$ cat config.mk
export PLATFORM = sky130hd
export DESIGN_NAME = hazardUnit
export DESIGN_NICKNAME = d
export VERILOG_FILES = /design/src/corePkg.sv /design/src/hazardUnit.sv
export SDC_FILE = /design/constraint.sdc
export NUM_CORES = 1
export LEC_CHECK = 0
export BUFFER_PORTS_ARGS = -buffer_cell sky130_fd_sc_hd__buf_2
export CORE_AREA = 8 8 45 47
export DETAILED_ROUTE_END_ITERATION = 6
export DIE_AREA = 0 0 53 55
export GPL_ROUTABILITY_DRIVEN = 0
export GPL_TIMING_DRIVEN = 0
export PLACE_DENSITY = 0.83
export SLEW_MARGIN = 25
export SYNTH_ARGS = -nofsm -noshare
export SYNTH_HDL_FRONTEND = slang
export SYNTH_SLANG_ARGS = --single-unit
$ cat constraint.sdc
create_clock -name vclk -period 1.3
set_clock_uncertainty 0.05 [all_clocks]
set_input_delay 0.13 -clock vclk [all_inputs]
set_output_delay 0.13 -clock vclk [all_outputs]
set_load 0.05 [all_outputs]
$ cat src/corePkg.sv
`default_nettype none

package corePkg;

    // Datapath sizes
    localparam int dataWidth    = 32;
    localparam int regAddrWidth = 5;
    localparam int numRegs      = 32;

    // Data memory in words
    localparam int dataMemDepth     = 256;
    localparam int dataMemAddrWidth = $clog2(dataMemDepth);

    // Operand source in decode
    typedef enum logic [1:0] {
        fwdReg = 2'd0,  // Register file
        fwdEx  = 2'd1,  // ALU result in EX
        fwdMem = 2'd2,  // Load data or ALU result in MEM
        fwdWb  = 2'd3   // Value being written back
    } fwdSelT;

endpackage

`default_nettype wire

$ cat src/hazardUnit.sv
`timescale 1ns/1ns
`default_nettype none

module hazardUnit (
    input  wire logic [corePkg::regAddrWidth-1:0]  idRs,
    input  wire logic [corePkg::regAddrWidth-1:0]  idRt,
    input  wire logic [corePkg::regAddrWidth-1:0]  exDest,
    input  wire logic                              exRegWrite,
    input  wire logic                              exMemRead,
    input  wire logic [corePkg::regAddrWidth-1:0]  memDest,
    input  wire logic                              memRegWrite,
    input  wire logic [corePkg::regAddrWidth-1:0]  wbDest,
    input  wire logic                              wbEnable,
    output corePkg::fwdSelT                        fwdSelA,
    output corePkg::fwdSelT                        fwdSelB,
    output logic                                   stall
);

    // Youngest matching producer wins
    function automatic corePkg::fwdSelT pickSource(
        input logic [corePkg::regAddrWidth-1:0] src
    );
        pickSource = corePkg::fwdReg;
        if (src != '0) begin  // r0 never forwarded
            if (exRegWrite && exDest == src) begin
                pickSource = corePkg::fwdEx;
            end else if (memRegWrite && memDest == src) begin
                pickSource = corePkg::fwdMem;
            end else if (wbEnable && wbDest == src) begin
                pickSource = corePkg::fwdWb;
            end
        end
    endfunction

    always_comb begin
        fwdSelA = pickSource(idRs);
        fwdSelB = pickSource(idRt);
    end

    // Load data not ready until MEM
    assign stall = exMemRead && exDest != '0
                   && (exDest == idRs || exDest == idRt);

endmodule

`default_nettype wire

==> results.toml <==
[run_status]
run_status = "finished, violations left"
failed_checks = "negative setup slack"

[die]
initial_utilization = 0.354
die-height_um = 55
row_count = 14
die_area_um2 = 2920
design.portCount = 34
core_region_area_um2 = 1380
die_w_um = 53

[critical_path]
critical-path-slowest-cell = "sky130_fd_sc_hd__or4_4"
critPathMaxStageDelay_ns = 0.54
critical_path_peak_fanout = 4
critical_path.n_buffers_inverters = 2
critical_path_class = "input port to output pin"
path_delay_family = "simple AND/OR/NAND/NOR gates"
end_kind = "output pin"
timing.critical_path.arrival_ns = 1.39
critical_path.cell_chain = "buf_8, or4_4, nor2_2, a31oi_1, a21boi_4, buf_4"
start_kind = "input port"
required_ns = 1.12

[place]
place.detailed.hpwl_um = 1460
portBuffers = 32

[yosys]
netlist-cell-type-count = 20
syn-num-nets = 95
synth-simple-area-share = 0.240
syn-mean-instance-area_um2 = 7.41
yosys.area.top_type = "sky130_fd_sc_hd__xor2_1"
synth.top_cells.by_count = "sky130_fd_sc_hd__xor2_1, sky130_fd_sc_hd__xnor2_1, sky130_fd_sc_hd__nand2_1, sky130_fd_sc_hd__nor2_1"
ys_top_cells_by_area = "sky130_fd_sc_hd__xor2_1, sky130_fd_sc_hd__xnor2_1, sky130_fd_sc_hd__o211ai_2, sky130_fd_sc_hd__or4_4, sky130_fd_sc_hd__o211a_1"
combinational_family_with_the_most_area_after_synthesis = "XOR/XNOR gates"
ys_warn_count = 0
multiplexer_fraction_of_the_synthesized_cell_area = 0
netlist_instances = 66
synth-adder-area-share = 0
most_repeated_cell_in_the_gate_level_netlist_after_synthesis = "sky130_fd_sc_hd__xor2_1"
ys_seq_area_frac = 0
synth-compound-area-share = 0.199
mappedNetlistArea_um2 = 489
synthXorXnorAreaFrac = 0.537
synth_top_area_share = 0.322

[global_routing]
groute.usage.overall = 0.124
grt_antenna_before_repair = 0
first_global_vias = 681
grt_remaining_overflow = 0
grt_max_degree = 6
global_route_wire_length_before_repair_um = 2880

[sta]
timing.slew.headroom = 0.809
setup_tns_ns = -0.949
timing_hold_violations_final = 0
final-setup-viol-count = 5
timing.final.crit_period_ns = 1.57
postLayoutSetupSlackWorst_ns = -0.267
min_period_over_period = 1.21
rsz0062_at_grt = "yes"
fmaxAchievable_mhz = 638
transition_at_the_pin_with_the_smallest_max_transition_slack_ns = 0.285
drv_slew = 0

[finish]
antenna-diode-count = 0
nets = 137
drive_above_1_share = 0.642
layout-area-overhead-vs-synth_pct = 97.4
register_area_um2 = 0
num-clock-buffers = 0
n_sequential_cell = 0

[drt]
routedWlPerCell_um = 16.3
antenna_violating_nets_post_route = 0
drt_drc_violations_left = 0
routed_wl_um = 1990
post_drt_via_cell_ratio = 5.34
drt_first_pass_iters = 4
first_iter_violations = 8
via_count = 651

[power_and_ir_drop]
fin_total_pwr_w = 0.000321
leakagePower_nw = 0.431
power-per-cell-area_nw_per_um2 = 332
power.ir.vdd_worst_mv = 0.155

[worst_hold_path]
worstHoldPathType = "input port to output pin"

[flow_run]
cap_violations = 0
-- cell usage in the layout (no fill, tap or decap), types with 2 or more instances in the layout --
cell type	n
sky130_fd_sc_hd__xor2_1	15
sky130_fd_sc_hd__o211a_1	2
sky130_fd_sc_hd__buf_6	7
sky130_fd_sc_hd__nand2_2	2
sky130_fd_sc_hd__or4_4	3
sky130_fd_sc_hd__buf_8	4
sky130_fd_sc_hd__xnor2_1	11
sky130_fd_sc_hd__or2_4	2
sky130_fd_sc_hd__a21boi_4	2
sky130_fd_sc_hd__o31ai_4	2
sky130_fd_sc_hd__a31oi_1	2
sky130_fd_sc_hd__nor3_2	2
sky130_fd_sc_hd__buf_4	10
sky130_fd_sc_hd__nand4_1	2
sky130_fd_sc_hd__nand3_1	2
sky130_fd_sc_hd__nand2_1	2
sky130_fd_sc_hd__xor2_2	3
sky130_fd_sc_hd__nor4_2	2
sky130_fd_sc_hd__nor2_2	2
sky130_fd_sc_hd__buf_2	19
sky130_fd_sc_hd__o211ai_2	2
-- stage by stage --
step	hold slack (ns)	instances	worst slack (ns)	utilization	area (um^2)
2_1_floorplan	0.402	66	-0.0482	-	572
3_3_place_gp	0.635	114	-0.338	0.543	752
3_5_place_dp	0.631	114	-0.349	0.543	752
4_1_cts	0.543	119	-0.253	0.645	892
5_1_grt	0.564	122	-0.298	0.698	966
6_report	0.546	122	-0.267	0.698	966
-- path summary, 6_finish.rpt --
path / start / end / slack [ns] / cells past startpoint
max: idRs[3] / fwdSelA[1] / -0.27 / 6
min: exMemRead / stall / 0.55 / 4
-- timing repair --
action	CTS	global route
pin swaps	13	10
buffers inserted	5	3
hold endpoints to repair	0	0
hold buffers	0	0
gates resized for setup	32	11
endpoints found under the setup margin	5	5
-- metal layers --
metal / global-route usage / wire (um)
met1: 0.145 / 788
met2: 0.240 / 1040
met3: 0.0241 / 168
met4: 0 / 0
met5: 0 / 0
-- final cells by class --
cell class | instances | area (um^2)
multi-input combinational | 63 | 614
timing repair buffer | 40 | 309
inverter | 1 | 3.75
tap | 16 | 20.0
fill | 109 | 418
buffer | 2 | 18.8
-- cell families after synthesis --
logic type,count (synthesis)
compound gates,12
xor+xnor,30
buf+inv,3
simple gates,21
-- power breakdown --
group	internal, W	switching [W]
clock	0	0
sequential	0	0
combinational	0.000157	0.000163
Power figures use the tool's default switching activity.
