`config.mk`:
```
export PLATFORM = sky130hd
export DESIGN_NAME = executeStage
export DESIGN_NICKNAME = d
export VERILOG_FILES = /design/src/corePkg.sv /design/src/isaPkg.sv /design/src/executeStage.sv
export SDC_FILE = /design/constraint.sdc
export NUM_CORES = 1
export LEC_CHECK = 0
export BUFFER_PORTS_ARGS = -buffer_cell sky130_fd_sc_hd__buf_2
export CAP_MARGIN = 10
export CORE_MARGIN = 2
export CORE_UTILIZATION = 47
export CTS_CLUSTER_DIAMETER = 200
export CTS_CLUSTER_SIZE = 40
export DETAILED_ROUTE_END_ITERATION = 8
export PLACE_DENSITY = 0.77
export SETUP_SLACK_MARGIN = 0.3
export SLEW_MARGIN = 30
export SYNTH_ARGS = -nofsm -noshare
export SYNTH_HDL_FRONTEND = slang
export SYNTH_SLANG_ARGS = --single-unit
```
`constraint.sdc`:
```
create_clock -name clk -period 3.26 [get_ports clk]
set_clock_uncertainty 0.05 [all_clocks]
set_input_delay 0.163 -clock clk [delete_from_list [all_inputs] [get_ports clk]]
set_output_delay 0.163 -clock clk [all_outputs]
set_load 0.01 [all_outputs]
```
`src/corePkg.sv`:
```
`default_nettype none

package corePkg;

    // Datapath sizes
    localparam int dataWidth    = 32;
    localparam int regAddrWidth = 5;
    localparam int numRegs      = 32;

    // Data memory in words
    localparam int dataMemDepth     = 256;
    localparam int dataMemAddrWidth = $clog2(dataMemDepth);

    // Operand source in decode
    typedef enum logic [1:0] {
        fwdReg = 2'd0,  // Register file
        fwdEx  = 2'd1,  // ALU result in EX
        fwdMem = 2'd2,  // Load data or ALU result in MEM
        fwdWb  = 2'd3   // Value being written back
    } fwdSelT;

endpackage

`default_nettype wire

```
`src/isaPkg.sv`:
```
`default_nettype none

package isaPkg;

    // Major opcodes, bits 31:26 of every format
    typedef enum logic [5:0] {
        opAlu  = 6'h00,  // Register format
        opAddi = 6'h08,
        opLw   = 6'h23,
        opSw   = 6'h2b,
        opBeqz = 6'h04,
        opBltz = 6'h01,
        opJ    = 6'h02   // Offset in the low 26 bits
    } opcodeT;

    typedef enum logic [3:0] {
        aluAdd = 4'h0,
        aluSub = 4'h1,
        aluAnd = 4'h2,
        aluOr  = 4'h3,
        aluXor = 4'h4,
        aluSlt = 4'h5    // Signed compare
    } aluFuncT;

    typedef struct packed {
        opcodeT      opcode;
        logic [4:0]  rd;
        logic [4:0]  rs;
        logic [4:0]  rt;
        logic [6:0]  spare;  // Ignored by decode
        aluFuncT     func;
    } rTypeT;

    typedef struct packed {
        opcodeT      opcode;
        logic [4:0]  rd;     // Store data source for opSw
        logic [4:0]  rs;
        logic [15:0] imm;
    } iTypeT;

    // One fetched word seen through either format
    typedef union packed {
        rTypeT r;
        iTypeT i;
    } instrWordT;

    localparam instrWordT instrNop = '0;  // add r0 with r0 and r0

endpackage

`default_nettype wire
```
`src/executeStage.sv`:
```
`timescale 1ns/1ns
`default_nettype none

module executeStage (
    input  wire logic                              clk,
    input  wire logic                              rstN,
    input  wire isaPkg::aluFuncT                   exAluOp,
    input  wire logic [corePkg::dataWidth-1:0]     exOperandA,
    input  wire logic [corePkg::dataWidth-1:0]     exOperandB,
    input  wire logic [corePkg::dataWidth-1:0]     exStoreData,
    input  wire logic [corePkg::regAddrWidth-1:0]  exDest,
    input  wire logic                              exRegWrite,
    input  wire logic                              exMemRead,
    input  wire logic                              exMemWrite,
    output logic      [corePkg::dataWidth-1:0]     exAluResult,
    output logic      [corePkg::dataWidth-1:0]     memAluOut,
    output logic      [corePkg::dataWidth-1:0]     memStoreData,
    output logic      [corePkg::regAddrWidth-1:0]  memDest,
    output logic                                   memRegWrite,
    output logic                                   memMemRead,
    output logic                                   memMemWrite
);

    // ALU, also feeds EX forwarding
    always_comb begin
        case (exAluOp)
            isaPkg::aluSub: exAluResult = exOperandA - exOperandB;
            isaPkg::aluAnd: exAluResult = exOperandA & exOperandB;
            isaPkg::aluOr:  exAluResult = exOperandA | exOperandB;
            isaPkg::aluXor: exAluResult = exOperandA ^ exOperandB;
            isaPkg::aluSlt: exAluResult = {{(corePkg::dataWidth-1){1'b0}},
                                           $signed(exOperandA) < $signed(exOperandB)};
            default:        exAluResult = exOperandA + exOperandB;  // Add and addresses
        endcase
    end

    // ----------------------------------------
    // EX/MEM register
    // ----------------------------------------
    always_ff @(posedge clk or negedge rstN) begin
        if (!rstN) begin
            memDest     <= '0;
            memRegWrite <= 1'b0;
            memMemRead  <= 1'b0;
            memMemWrite <= 1'b0;
        end else begin
            memDest     <= exDest;
            memRegWrite <= exRegWrite;
            memMemRead  <= exMemRead;
            memMemWrite <= exMemWrite;
        end
    end

    always_ff @(posedge clk) begin
        memAluOut    <= exAluResult;
        memStoreData <= exStoreData;
    end

endmodule

`default_nettype wire

```
==> impl_metrics.env <==
export IMPL_status="finished, violations left"
export IMPL_violations="negative setup slack"
export IMPL_wl_per_cell_microns=20.6
export IMPL_setup_viol=13
export IMPL_max_slew_margin_rel=0.421
export IMPL_yosys_top_cells_area="dfxtp_1 (21%), ha_1 (19%), inv_1 (5.7%)"
export IMPL_grtUsageTotal=0.339
export IMPL_antenna_found_initial=0
export IMPL_drt_pass1_iterations=6
export IMPL_min_period_over_period=1.08
export IMPL_dpl_hpwl_microns=16200
export IMPL_synth_cell_types=75
export IMPL_placementRows=42
export IMPL_timing_critical_path_from_type="input port"
export IMPL_cp_arrival_ns=3.31
export IMPL_crit_fanout=3
export IMPL_worst_pin_slew_ns=0.860
export IMPL_irDropWorstVdd_uv=217
export IMPL_holdWs_ns=0.111
export IMPL_drv_cap=0
export IMPL_syn_avg_cell_area_sq_um=7.91
export IMPL_fin_util=0.789
export IMPL_ioPinCount=214
export IMPL_critical_path_class="in -> out"
export IMPL_layout_setup_ws_ns=-0.266
export IMPL_period_needed_ns=3.53
export IMPL_synth_async_sr_flop_share=0.111
export IMPL_dp_worst_setup_slack_ns=-0.332
export IMPL_cts_path_max_buffers=2
export IMPL_first_global_vias=7689
export IMPL_cts_sinks=72
export IMPL_grt_pass1_wl_microns=38600
export IMPL_io_buffer_count=213
export IMPL_place_congestion=0.926
export IMPL_ant_nets=0
export IMPL_drc=0
export IMPL_die_y_microns=119
export IMPL_met2_wirelength_microns=13500
export IMPL_drtIter0Drc=889
export IMPL_dieArea_sq_um=14200
export IMPL_layout_nets=1393
export IMPL_clk_pin_slew_ns=0.07
export IMPL_area_growth_pct=65.5
export IMPL_grt_ovfl_total=0
export IMPL_fmax_mhz=284
export IMPL_vias=8257
export IMPL_hold_viol=0
export IMPL_core_sq_um=13100
export IMPL_ys_ff_latch=72
export IMPL_drive_gt1_frac=0.452
export IMPL_required_ns=3.05
export IMPL_synth_cells=789
export IMPL_grt_max_degree=28
export IMPL_yosysTopAreaCellShare=0.205
export IMPL_top_layer_used="met4"
export IMPL_wirelength_met1_microns=9790
export IMPL_die_w_microns=119
export IMPL_ys_warnings_count=0
export IMPL_rsz0062_at_grt="true"
export IMPL_synth_main_ff_cell="dfxtp_1"
export IMPL_synthesis_area_sq_um=6240
export IMPL_cts_tree="yes"
export IMPL_holdCritPathClass="in -> async"
export IMPL_wl_microns=28100
export IMPL_synth_edf_count=0
export IMPL_met3_length_microns=3080
export IMPL_start_util=0.477
export IMPL_syn_num_nets=997
export IMPL_yosysTopAreaCell="dfxtp_1"
export IMPL_numCtsBuffers=9
export IMPL_antenna_diode_count=0
export IMPL_power_uw=3950
export IMPL_seq_area_frac_synth=0.238
export IMPL_powerDensity_nw_per_um2=382
export IMPL_cp_end_kind="output pin"
export IMPL_leakage_uw=0.00500
export IMPL_via_per_inst=6.04
export IMPL_num_fill_cells=802
export IMPL_slew_violations=0
export IMPL_cts_root_buffer="clkbuf_16"
export IMPL_h_tree_depth=3
==> per-layer routing <==
layer | GRT usage | up-vias
met3 | 0.0766 | 184
li1 | - | 3643
met2 | 0.582 | 651
met5 | 0 | -
met4 | 0.190 | 0
met1 | 0.388 | 3779
==> power breakdown <==
group | switching (uW) | total (uW) | internal [uW]
Sequential | 30.3 | 1010 | 984
Clock | 440 | 1130 | 692
Combinational | 970 | 1800 | 830
Total | 1440 | 3950 | 2510
==> through the flow <==
step	setup TNS, ns	area [sq um]	cells
2_1_floorplan	0	6350	789
3_3_place_gp	-1.16	8480	1266
3_5_place_dp	-2.00	8480	1266
4_1_cts	-0.501	9810	1347
5_1_grt	-2.59	10300	1366
6_report	-1.47	10300	1366
==> kinds of logic after synthesis <==
family | Yosys count | share of synthesized area
AOI/OAI and AO/OA | 290 | 0.329
and+or+nand+nor | 181 | 0.138
buffers and inverters | 140 | 0.0851
adders and majority gates | 98 | 0.199
DFF | 72 | 0.238
xor gates and xnor gates | 5 | 0.00702
muxes | 3 | 0.00502
==> cells in the mapped netlist, types with 11 or more instances <==
master and instances:
a21o_1 11, o21ai_0 46, inv_1 95, a21oi_1 70, o21bai_1 22, nand2_1 38, dfxtp_1 64, nor3_1 15
ha_1 96, nand3_1 15, clkbuf_1 32, o211ai_1 11, a221oi_1 27, nor2_1 66
==> worst paths after layout <==
path,start,end,slack (ns),cells past startpoint
worst max-delay path,exOperandA[0],exAluResult[30],-0.27,17
min in group clk,exOperandA[27],memAluOut[27]$_DFF_P_,0.25,4
worst min-delay path,rstN,memDest[4]$_DFF_PN0_,0.11,2
max in group asynchronous,rstN,memDest[1]$_DFF_PN0_,2.86,2
==> flip-flops by register name, summed over array words and instances (netlist names) <==
name and flops:
memAluOut 32, memDest 5, memMemRead 1, memMemWrite 1
memRegWrite 1, memStoreData 32
==> critical path, cell delays in order <==
cell and delay, ns:
buf_8 0.10, buf_4 0.12, ha_2 0.19, inv_1 0.19
fa_2 0.30, nor2b_2 0.06, o21ai_2 0.16, a21oi_2 0.10
o21ai_2 0.18, a21oi_2 0.11, a211oi_2 0.36, o21a_1 0.23
o21ai_2 0.09, o41a_1 0.39, mux2_4 0.29, o22ai_4 0.10
buf_2 0.15
==> timing repair <==
item                                    CTS  global route
hold buffers                             41             0
endpoints found under the hold margin    48             0
pin swaps                                48            46
gates resized for setup                 106            83
setup buffers                            24            19
endpoints found under the setup margin   23            29
==> cell usage in the layout (no fill, tap or decap), types with 5 or more instances in the layout <==
cell type and n:
inv_2 10, ha_1 80, nor4_1 6, dfrtp_1 8, buf_2 199, and2_1 5, ha_2 5, buf_6 29
o21bai_1 18, clkbuf_16 9, nor2_1 60, a31oi_1 5, o22ai_1 6, dfxtp_1 64, a221oi_1 22, a21o_1 11
o21ai_0 29, o211ai_1 11, ha_4 11, nor2b_1 5, o31a_1 5, a21oi_1 57, a211oi_1 5, inv_4 7
a22oi_1 7, a21oi_2 10, nand3_1 15, o21ai_2 11, nand2_1 37, o221a_2 6, o21ai_1 9, buf_4 155
o21a_1 5, nor3_1 13, inv_1 77, dlygate4sd3_1 41
==> layout make-up <==
cell class                      instances  area, sq um  share of cell area
Multi-Input combinational cell        577         4940               0.478
Timing Repair Buffer                  429         2980               0.288
Sequential cell                        72         1480               0.144
Inverter                               96          382              0.0370
Clock buffer                           11          243              0.0235
Tap cell                              176          220              0.0213
Clock inverter                          5         81.3             0.00788
(Power assumes the default switching activity.)
