`config.mk`:
```
export PLATFORM = sky130hd
export DESIGN_NAME = fetchStage
export DESIGN_NICKNAME = d
export VERILOG_FILES = /design/src/corePkg.sv /design/src/isaPkg.sv /design/src/fetchStage.sv
export SDC_FILE = /design/constraint.sdc
export NUM_CORES = 1
export LEC_CHECK = 0
export ABC_AREA = 1
export BUFFER_PORTS_ARGS = -buffer_cell sky130_fd_sc_hd__buf_2
export CAP_MARGIN = 0
export CORE_ASPECT_RATIO = 1.5
export CORE_MARGIN = 4
export CORE_UTILIZATION = 45
export CTS_BUF_LIST = sky130_fd_sc_hd__clkbuf_4 sky130_fd_sc_hd__clkbuf_8
export DETAILED_ROUTE_END_ITERATION = 6
export GPL_ROUTABILITY_DRIVEN = 0
export PLACE_DENSITY = 0.74
export SYNTH_ARGS = -nofsm -noshare
export SYNTH_HDL_FRONTEND = slang
export SYNTH_SLANG_ARGS = --single-unit
```
`constraint.sdc`:
```
create_clock -name clk -period 2.65 [get_ports clk]
set_input_delay 0 -clock clk [delete_from_list [all_inputs] [get_ports clk]]
set_output_delay 0 -clock clk [all_outputs]
set_load 0.02 [all_outputs]
```
`src/corePkg.sv`:
```
`default_nettype none

package corePkg;

    // Datapath sizes
    localparam int dataWidth    = 32;
    localparam int regAddrWidth = 5;
    localparam int numRegs      = 32;

    // Data memory in words
    localparam int dataMemDepth     = 256;
    localparam int dataMemAddrWidth = $clog2(dataMemDepth);

    // Operand source in decode
    typedef enum logic [1:0] {
        fwdReg = 2'd0,  // Register file
        fwdEx  = 2'd1,  // ALU result in EX
        fwdMem = 2'd2,  // Load data or ALU result in MEM
        fwdWb  = 2'd3   // Value being written back
    } fwdSelT;

endpackage

`default_nettype wire

```
`src/isaPkg.sv`:
```
`default_nettype none

package isaPkg;

    // Major opcodes, bits 31:26 of every format
    typedef enum logic [5:0] {
        opAlu  = 6'h00,  // Register format
        opAddi = 6'h08,
        opLw   = 6'h23,
        opSw   = 6'h2b,
        opBeqz = 6'h04,
        opBltz = 6'h01,
        opJ    = 6'h02   // Offset in the low 26 bits
    } opcodeT;

    typedef enum logic [3:0] {
        aluAdd = 4'h0,
        aluSub = 4'h1,
        aluAnd = 4'h2,
        aluOr  = 4'h3,
        aluXor = 4'h4,
        aluSlt = 4'h5    // Signed compare
    } aluFuncT;

    typedef struct packed {
        opcodeT      opcode;
        logic [4:0]  rd;
        logic [4:0]  rs;
        logic [4:0]  rt;
        logic [6:0]  spare;  // Ignored by decode
        aluFuncT     func;
    } rTypeT;

    typedef struct packed {
        opcodeT      opcode;
        logic [4:0]  rd;     // Store data source for opSw
        logic [4:0]  rs;
        logic [15:0] imm;
    } iTypeT;

    // One fetched word seen through either format
    typedef union packed {
        rTypeT r;
        iTypeT i;
    } instrWordT;

    localparam instrWordT instrNop = '0;  // add r0 with r0 and r0

endpackage

`default_nettype wire
```
`src/fetchStage.sv`:
```
`timescale 1ns/1ns
`default_nettype none

module fetchStage (
    input  wire logic                           clk,
    input  wire logic                           rstN,
    input  wire logic                           stall,
    input  wire logic                           redirect,
    input  wire logic [corePkg::dataWidth-1:0]  redirectTarget,
    output logic      [corePkg::dataWidth-1:0]  fetchAddr,
    input  wire isaPkg::instrWordT              fetchInstr,
    output isaPkg::instrWordT                   idInstr,
    output logic      [corePkg::dataWidth-1:0]  idPc
);

    logic [corePkg::dataWidth-1:0] pc;
    logic [corePkg::dataWidth-1:0] pcPlus4;

    assign pcPlus4   = pc + corePkg::dataWidth'(4);
    assign fetchAddr = pc;  // ROM answers in the same cycle

    // ----------------------------------------
    // PC and IF/ID
    // ----------------------------------------
    always_ff @(posedge clk or negedge rstN) begin
        if (!rstN) begin
            pc      <= '0;
            idInstr <= isaPkg::instrNop;
            idPc    <= '0;
        end else if (redirect) begin
            pc      <= redirectTarget;
            idInstr <= isaPkg::instrNop;  // Squash fall-through
            idPc    <= pc;
        end else if (!stall) begin
            pc      <= pcPlus4;
            idInstr <= fetchInstr;
            idPc    <= pc;
        end
        // Stall holds PC and IF/ID
    end

endmodule

`default_nettype wire

```
==> impl_metrics.json, run 1 <==
{
  "swShare_pct": 34.3,
  "die_h_um": 131,
  "ys_ff_latch": 96,
  "tns_ps": 0,
  "finalWorstSetupSlack_ps": 1050,
  "critPathLaunchType": "register",
  "io_buffers": 163,
  "finalSetupViolations": 0,
  "finalHoldViolations": 0,
  "worstMarginPinSlew_ps": 814,
  "cts_buffers": 9,
  "yosysWarningCount": 0,
  "cts_tree": "built",
  "synthCells": 538,
  "rows": 44,
  "synth_common_cells": "163 x nand2_1, 96 x dfrtp_1, 58 x o21ai_0",
  "path_clk_slew_ps": 100,
  "dieArea_mm2": 0.0117,
  "leakagePower_nw": 3.20,
  "synth_fp_nets": 607,
  "yosysSeqAreaShare_pct": 53.1,
  "synth.avg_cell_area_um2": 8.40,
  "vias": 4557,
  "synth_area_leaders": "dfrtp_1 53%, nand2_1 14%, o21ai_0 6.4%",
  "internal_power_w": 0.00226,
  "period_share_pct": 60.5,
  "initial_core_util_pct": 46.4,
  "worstPathCellList": "ha_1 > nand2_2 > nor2_4 > nand2_2 > nor2_4 > nand2_1 > nand2_1 > nand3_1 > nand2_1",
  "cts_max_level": 3,
  "fp.dieW_um": 89.8,
  "antenna_found_initial": 0,
  "wirelength_mm": 14.1,
  "end_kind": "register",
  "clockPowerShare_pct": 26.8,
  "grt-ovfl-total": 0,
  "io-pin-count": 164,
  "grt_pass1_vias": 4656,
  "grt_max_degree": 64,
  "slowest_stage": "dfrtp_1",
  "grt_setup_unrepaired": "no",
  "worstHoldStart": "stall",
  "synth_edf_count": 0,
  "drt_iter0_markers": 244,
  "critPathKind": "reg2reg",
  "p_switching_w": 0.00118,
  "clk_latency_ps": 370,
  "critical_path_arrival_ps": 1920,
  "crit_top_cell": "nand2_1",
  "synth_ff_type": "dfrtp_1",
  "clock_sink_count": 96,
  "synth_area_mm2": 0.00452,
  "rr_endpoint": "fetchAddr[28]",
  "worstPathMaxFanout": 7,
  "cp.depth": 9,
  "dp_hpwl_mm": 9.61,
  "max_stage_delay_ps": 430,
  "coreArea_mm2": 0.00974,
  "slew_headroom_pct": 45.7,
  "drv_slew": 0,
  "drc_errors": 0,
  "cts_root_buf": "clkbuf_8",
  "worst_clock_skew_ps": 8.98,
  "route.detailed.wl_per_inst_um": 16.0,
  "hold_path.class": "in2reg",
  "p_seq_share_pct": 50.1,
  "track_usage_pct": 24.6,
  "fin_nets": 830,
  "p_comb_share_pct": 23.1,
  "hold_path_end": "fetchAddr[25]",
  "vias_per_cell": 5.17,
  "nFillCells": 840,
  "hold_path_depth": 4,
  "max_freq_ghz": 0.624,
  "drive_above_1_share_pct": 26.8,
  "vdd_ir_drop_max_mv": 0.299,
  "place_ws_ps": 828,
  "placed_cell_area_mm2": 0.00544,
  "critPathTopFamily": "simple AND/OR/NAND/NOR gates",
  "clk_path_buf_depth": 2,
  "cap_viol_max_count": 0,
  "diodes": 0,
  "path_buf_inv": 0,
  "critical_path_required_ps": 2960,
  "areaGrowthSynthToFinish_pct": 38.7,
  "worstReg2RegStart": "fetchAddr[3]",
  "r2r_cells": 9,
  "ant_nets": 0,
  "yosysUniqueCellTypes": 22,
  "synth_top_cell_by_area": "dfrtp_1",
  "drtPass1Iterations": 4,
  "status": "completed",
  "p_per_area_mw_per_mm2": 549,
  "power_w": 0.00344,
  "finalCriticalPeriod_ps": 1600,
  "synthArstFlopShare_pct": 100,
  "synth.most_common_cell": "nand2_1",
  "grt_pass1_wl_mm": 23.2,
  "synth_top_area_share_pct": 53.1,
  "r2r_slack_ps": 1050,
  "final_cell_area_mm2": 0.00627
}
-- cell type report --
class	instances	area (um2)	share of cell area, %
Tap cell	115	144	2.29
Clock inverter	7	62.6	0.997
Timing Repair Buffer	235	1530	24.5
Multi-Input combinational cell	363	1800	28.6
Clock buffer	9	124	1.97
Sequential cell	96	2400	38.3
Inverter	56	210	3.35
-- cells by family (layout without fill, tap and decap cells) --
| logic type | Yosys count | count (layout) | share of synthesized area (%) |
|---|---|---|---|
| buffers and inverters | 79 | 307 | 7.25 |
| adders and majority gates | 1 | 1 | 0.277 |
| AOI/OAI and AO/OA | 103 | 103 | 14.7 |
| DFF | 96 | 96 | 53.1 |
| xor gates and xnor gates | 2 | 2 | 0.388 |
| and+or+nand+nor | 257 | 257 | 24.2 |
-- worst max-delay path by stage --
stage | slack, ps | to | startpoint
2_1_floorplan | 1140 | fetchAddr[26] | fetchAddr[3]
3_3_place_gp | 880 | idInstr[2] | redirect
3_5_place_dp | 830 | idInstr[2] | redirect
4_1_cts | 1040 | fetchAddr[28] | fetchAddr[3]
5_1_grt | 870 | fetchAddr[28] | fetchAddr[3]
6_report | 1050 | fetchAddr[28] | fetchAddr[3]
-- placed cells by master (no fill, tap or decap), types with 9 or more instances in the layout --
| cell | count |
|---|---|
| nand2_1 | 163 |
| nor2_1 | 32 |
| dfrtp_1 | 96 |
| inv_1 | 54 |
| o21ai_0 | 58 |
| buf_2 | 162 |
| dlygate4sd3_1 | 65 |
| nand3_1 | 43 |
| clkbuf_8 | 9 |
| a22o_1 | 32 |
-- through the flow --
stage	hold slack [ps]	util, %	instances
final	93.7	64.4	881
after global routing	106	64.4	881
after CTS	77.6	64.4	881
after detailed placement	142	55.8	800
after global placement	132	55.8	800
after floorplan	-296	-	538
-- layer usage --
| layer | up-vias | GRT usage [%] | share of wire [%] |
|---|---|---|---|
| li1 | 2187 | - | - |
| met1 | 2162 | 29.0 | 40 |
| met2 | 176 | 44.2 | 50 |
| met3 | 32 | 5.21 | 6.5 |
| met4 | 0 | 10.2 | 3.3 |
| met5 | - | 0 | 0 |
-- registers in the layout, indices dropped and copies added, names as in the netlist --
signal and count:
fetchAddr 32, idInstr 32, idPc 32
-- tightest hold or removal path: stages --
cell,delay [ps]
buf_2,130
nor2_4,140
nand3_1,110
nand2_1,50
-- what timing repair did --
item | in CTS | in global routing
endpoints found under the hold margin | 125 | 0
buffers inserted | 0 | 0
gates resized for setup | 0 | 0
hold buffers | 65 | 0
-- power groups by stage --
stage                     Combinational [W]  Clock [W]  Sequential, W
final                              0.000796   0.000922        0.00173
after CTS                          0.000799   0.000942        0.00172
after floorplan                    0.000246          0        0.00190
after global placement             0.000710          0        0.00175
after global routing               0.000873    0.00100        0.00175
after detailed placement           0.000722          0        0.00175
(Power assumes the default switching activity.)
==> inputs of run 2 (changes only) <==
Clock period 2.65 ns to 1.6 ns, I/O delays scaled along.
==> impl_metrics.json, run 2 (same netlist as run 1, synthesis figures left out) <==
{
  "status": "completed",
  "vias_per_cell": 5.20,
  "critical_path_arrival_ps": 1750,
  "fp.dieW_um": 89.8,
  "leakagePower_nw": 3.26,
  "diodes": 0,
  "critPathKind": "reg2reg",
  "critPathLaunchType": "register",
  "grt_pass1_wl_mm": 23.4,
  "die_h_um": 131,
  "grt_max_degree": 59,
  "worstMarginPinSlew_ps": 506,
  "power_w": 0.00587,
  "cts_buffers": 9,
  "cts_tree": "built",
  "finalHoldViolations": 0,
  "critical_path_required_ps": 1850,
  "grt-ovfl-total": 0,
  "mostFrequentLayoutCells": "162 x nand2_1, 162 x buf_2, 96 x dfrtp_1",
  "io-pin-count": 164,
  "clk_latency_ps": 350,
  "p_switching_w": 0.00186,
  "worstPathMaxFanout": 6,
  "fin_nets": 835,
  "p_per_area_mw_per_mm2": 922,
  "wirelength_mm": 14.3,
  "placed_cell_area_mm2": 0.00548,
  "cts_max_level": 3,
  "path_clk_slew_ps": 90,
  "swShare_pct": 31.8,
  "dieArea_mm2": 0.0117,
  "end_kind": "register",
  "worst_clock_skew_ps": 8.48,
  "grt_pass1_vias": 4718,
  "drv_slew": 0,
  "hold_path.class": "in2reg",
  "antenna_found_initial": 0,
  "cap_viol_max_count": 0,
  "areaGrowthSynthToFinish_pct": 40.7,
  "drc_errors": 0,
  "clock_sink_count": 96,
  "drtPass1Iterations": 7,
  "ant_nets": 0,
  "period_share_pct": 93.6,
  "internal_power_w": 0.00400,
  "track_usage_pct": 24.9,
  "coreArea_mm2": 0.00974,
  "finalCriticalPeriod_ps": 1500,
  "max_freq_ghz": 0.667,
  "final_cell_area_mm2": 0.00636,
  "io_buffers": 163,
  "cts_setup_buffers": 0,
  "drive_above_1_share_pct": 27.5,
  "vdd_ir_drop_max_mv": 0.493,
  "p_comb_share_pct": 23.4,
  "slew_headroom_pct": 66.2,
  "clockPowerShare_pct": 28.0,
  "drt_iter0_markers": 267,
  "cts_root_buf": "clkbuf_8",
  "dp_hpwl_mm": 9.94,
  "vias": 4610,
  "route.detailed.wl_per_inst_um": 16.2,
  "finalSetupViolations": 0,
  "p_seq_share_pct": 48.6,
  "clk_path_buf_depth": 2,
  "initial_core_util_pct": 46.4,
  "rows": 44
}
## run 2: critical path: stages (launching register included)
cell	delay [ps]
dfrtp_1	480
nand2_1	130
nor2_1	230
nand2_1	90
nor2_1	210
nand3_1	110
nand3_1	100
nand2_1	50
## run 2: worst paths after layout
path / from / end / slack, ps / cells after the start
min: stall / fetchAddr[3] / 20 / 4
max in group asynchronous: rstN / idPc[10] / 830 / 3
max reg2reg: fetchAddr[17] / fetchAddr[29] / 100 / 7
min in group asynchronous: rstN / idInstr[5] / 150 / 2
min reg2reg: idPc[10] / idPc[10] / 490 / 2
max: fetchAddr[17] / fetchAddr[29] / 100 / 7
## run 2: what timing repair did
action,CTS,global route
gates resized for setup,0,4
endpoints found under the hold margin,101,0
endpoints found under the setup margin,0,9
hold buffers,66,0
## run 2: power by group through the flow
| stage | Clock, W | Sequential, W | Combinational, W |
|---|---|---|---|
| after global routing | 0.00181 | 0.00288 | 0.00149 |
| after global placement | 0 | 0.00288 | 0.00122 |
| after detailed placement | 0 | 0.00289 | 0.00124 |
| after floorplan | 0 | 0.00316 | 0.000407 |
| final | 0.00164 | 0.00285 | 0.00137 |
| after CTS | 0.00170 | 0.00284 | 0.00137 |
## run 2: per-layer routing
metal / track usage (%) / wire length (um) / up-vias
met5: 0 / 0 / -
met4: 10.6 / 514 / 0
met3: 6.01 / 1050 / 31
met2: 45.9 / 7370 / 215
met1: 27.7 / 5420 / 2163
li1: - / - / 2201
## run 2: layout make-up
class	count	area [um2]
multi-input cells	363	1810
clock inverters	4	52.6
fillers	795	3380
repair buffers	240	1590
inverters	56	210
flip-flops and latches	96	2400
well taps	115	144
clock buffers	12	159
## run 2: through the flow
stage               utilization, %  cells  setup WS (ps)  hold WS [ps]  TNS, ps
floorplan                        -    538           91.9          -296        0
global placement              56.2    804            175         -6.54        0
detailed placement            56.2    804            119          5.66        0
CTS                           65.2    886           93.9          9.68        0
global route                  65.3    886          -1.24          51.3    -1.24
finish                        65.3    886            102          22.3        0
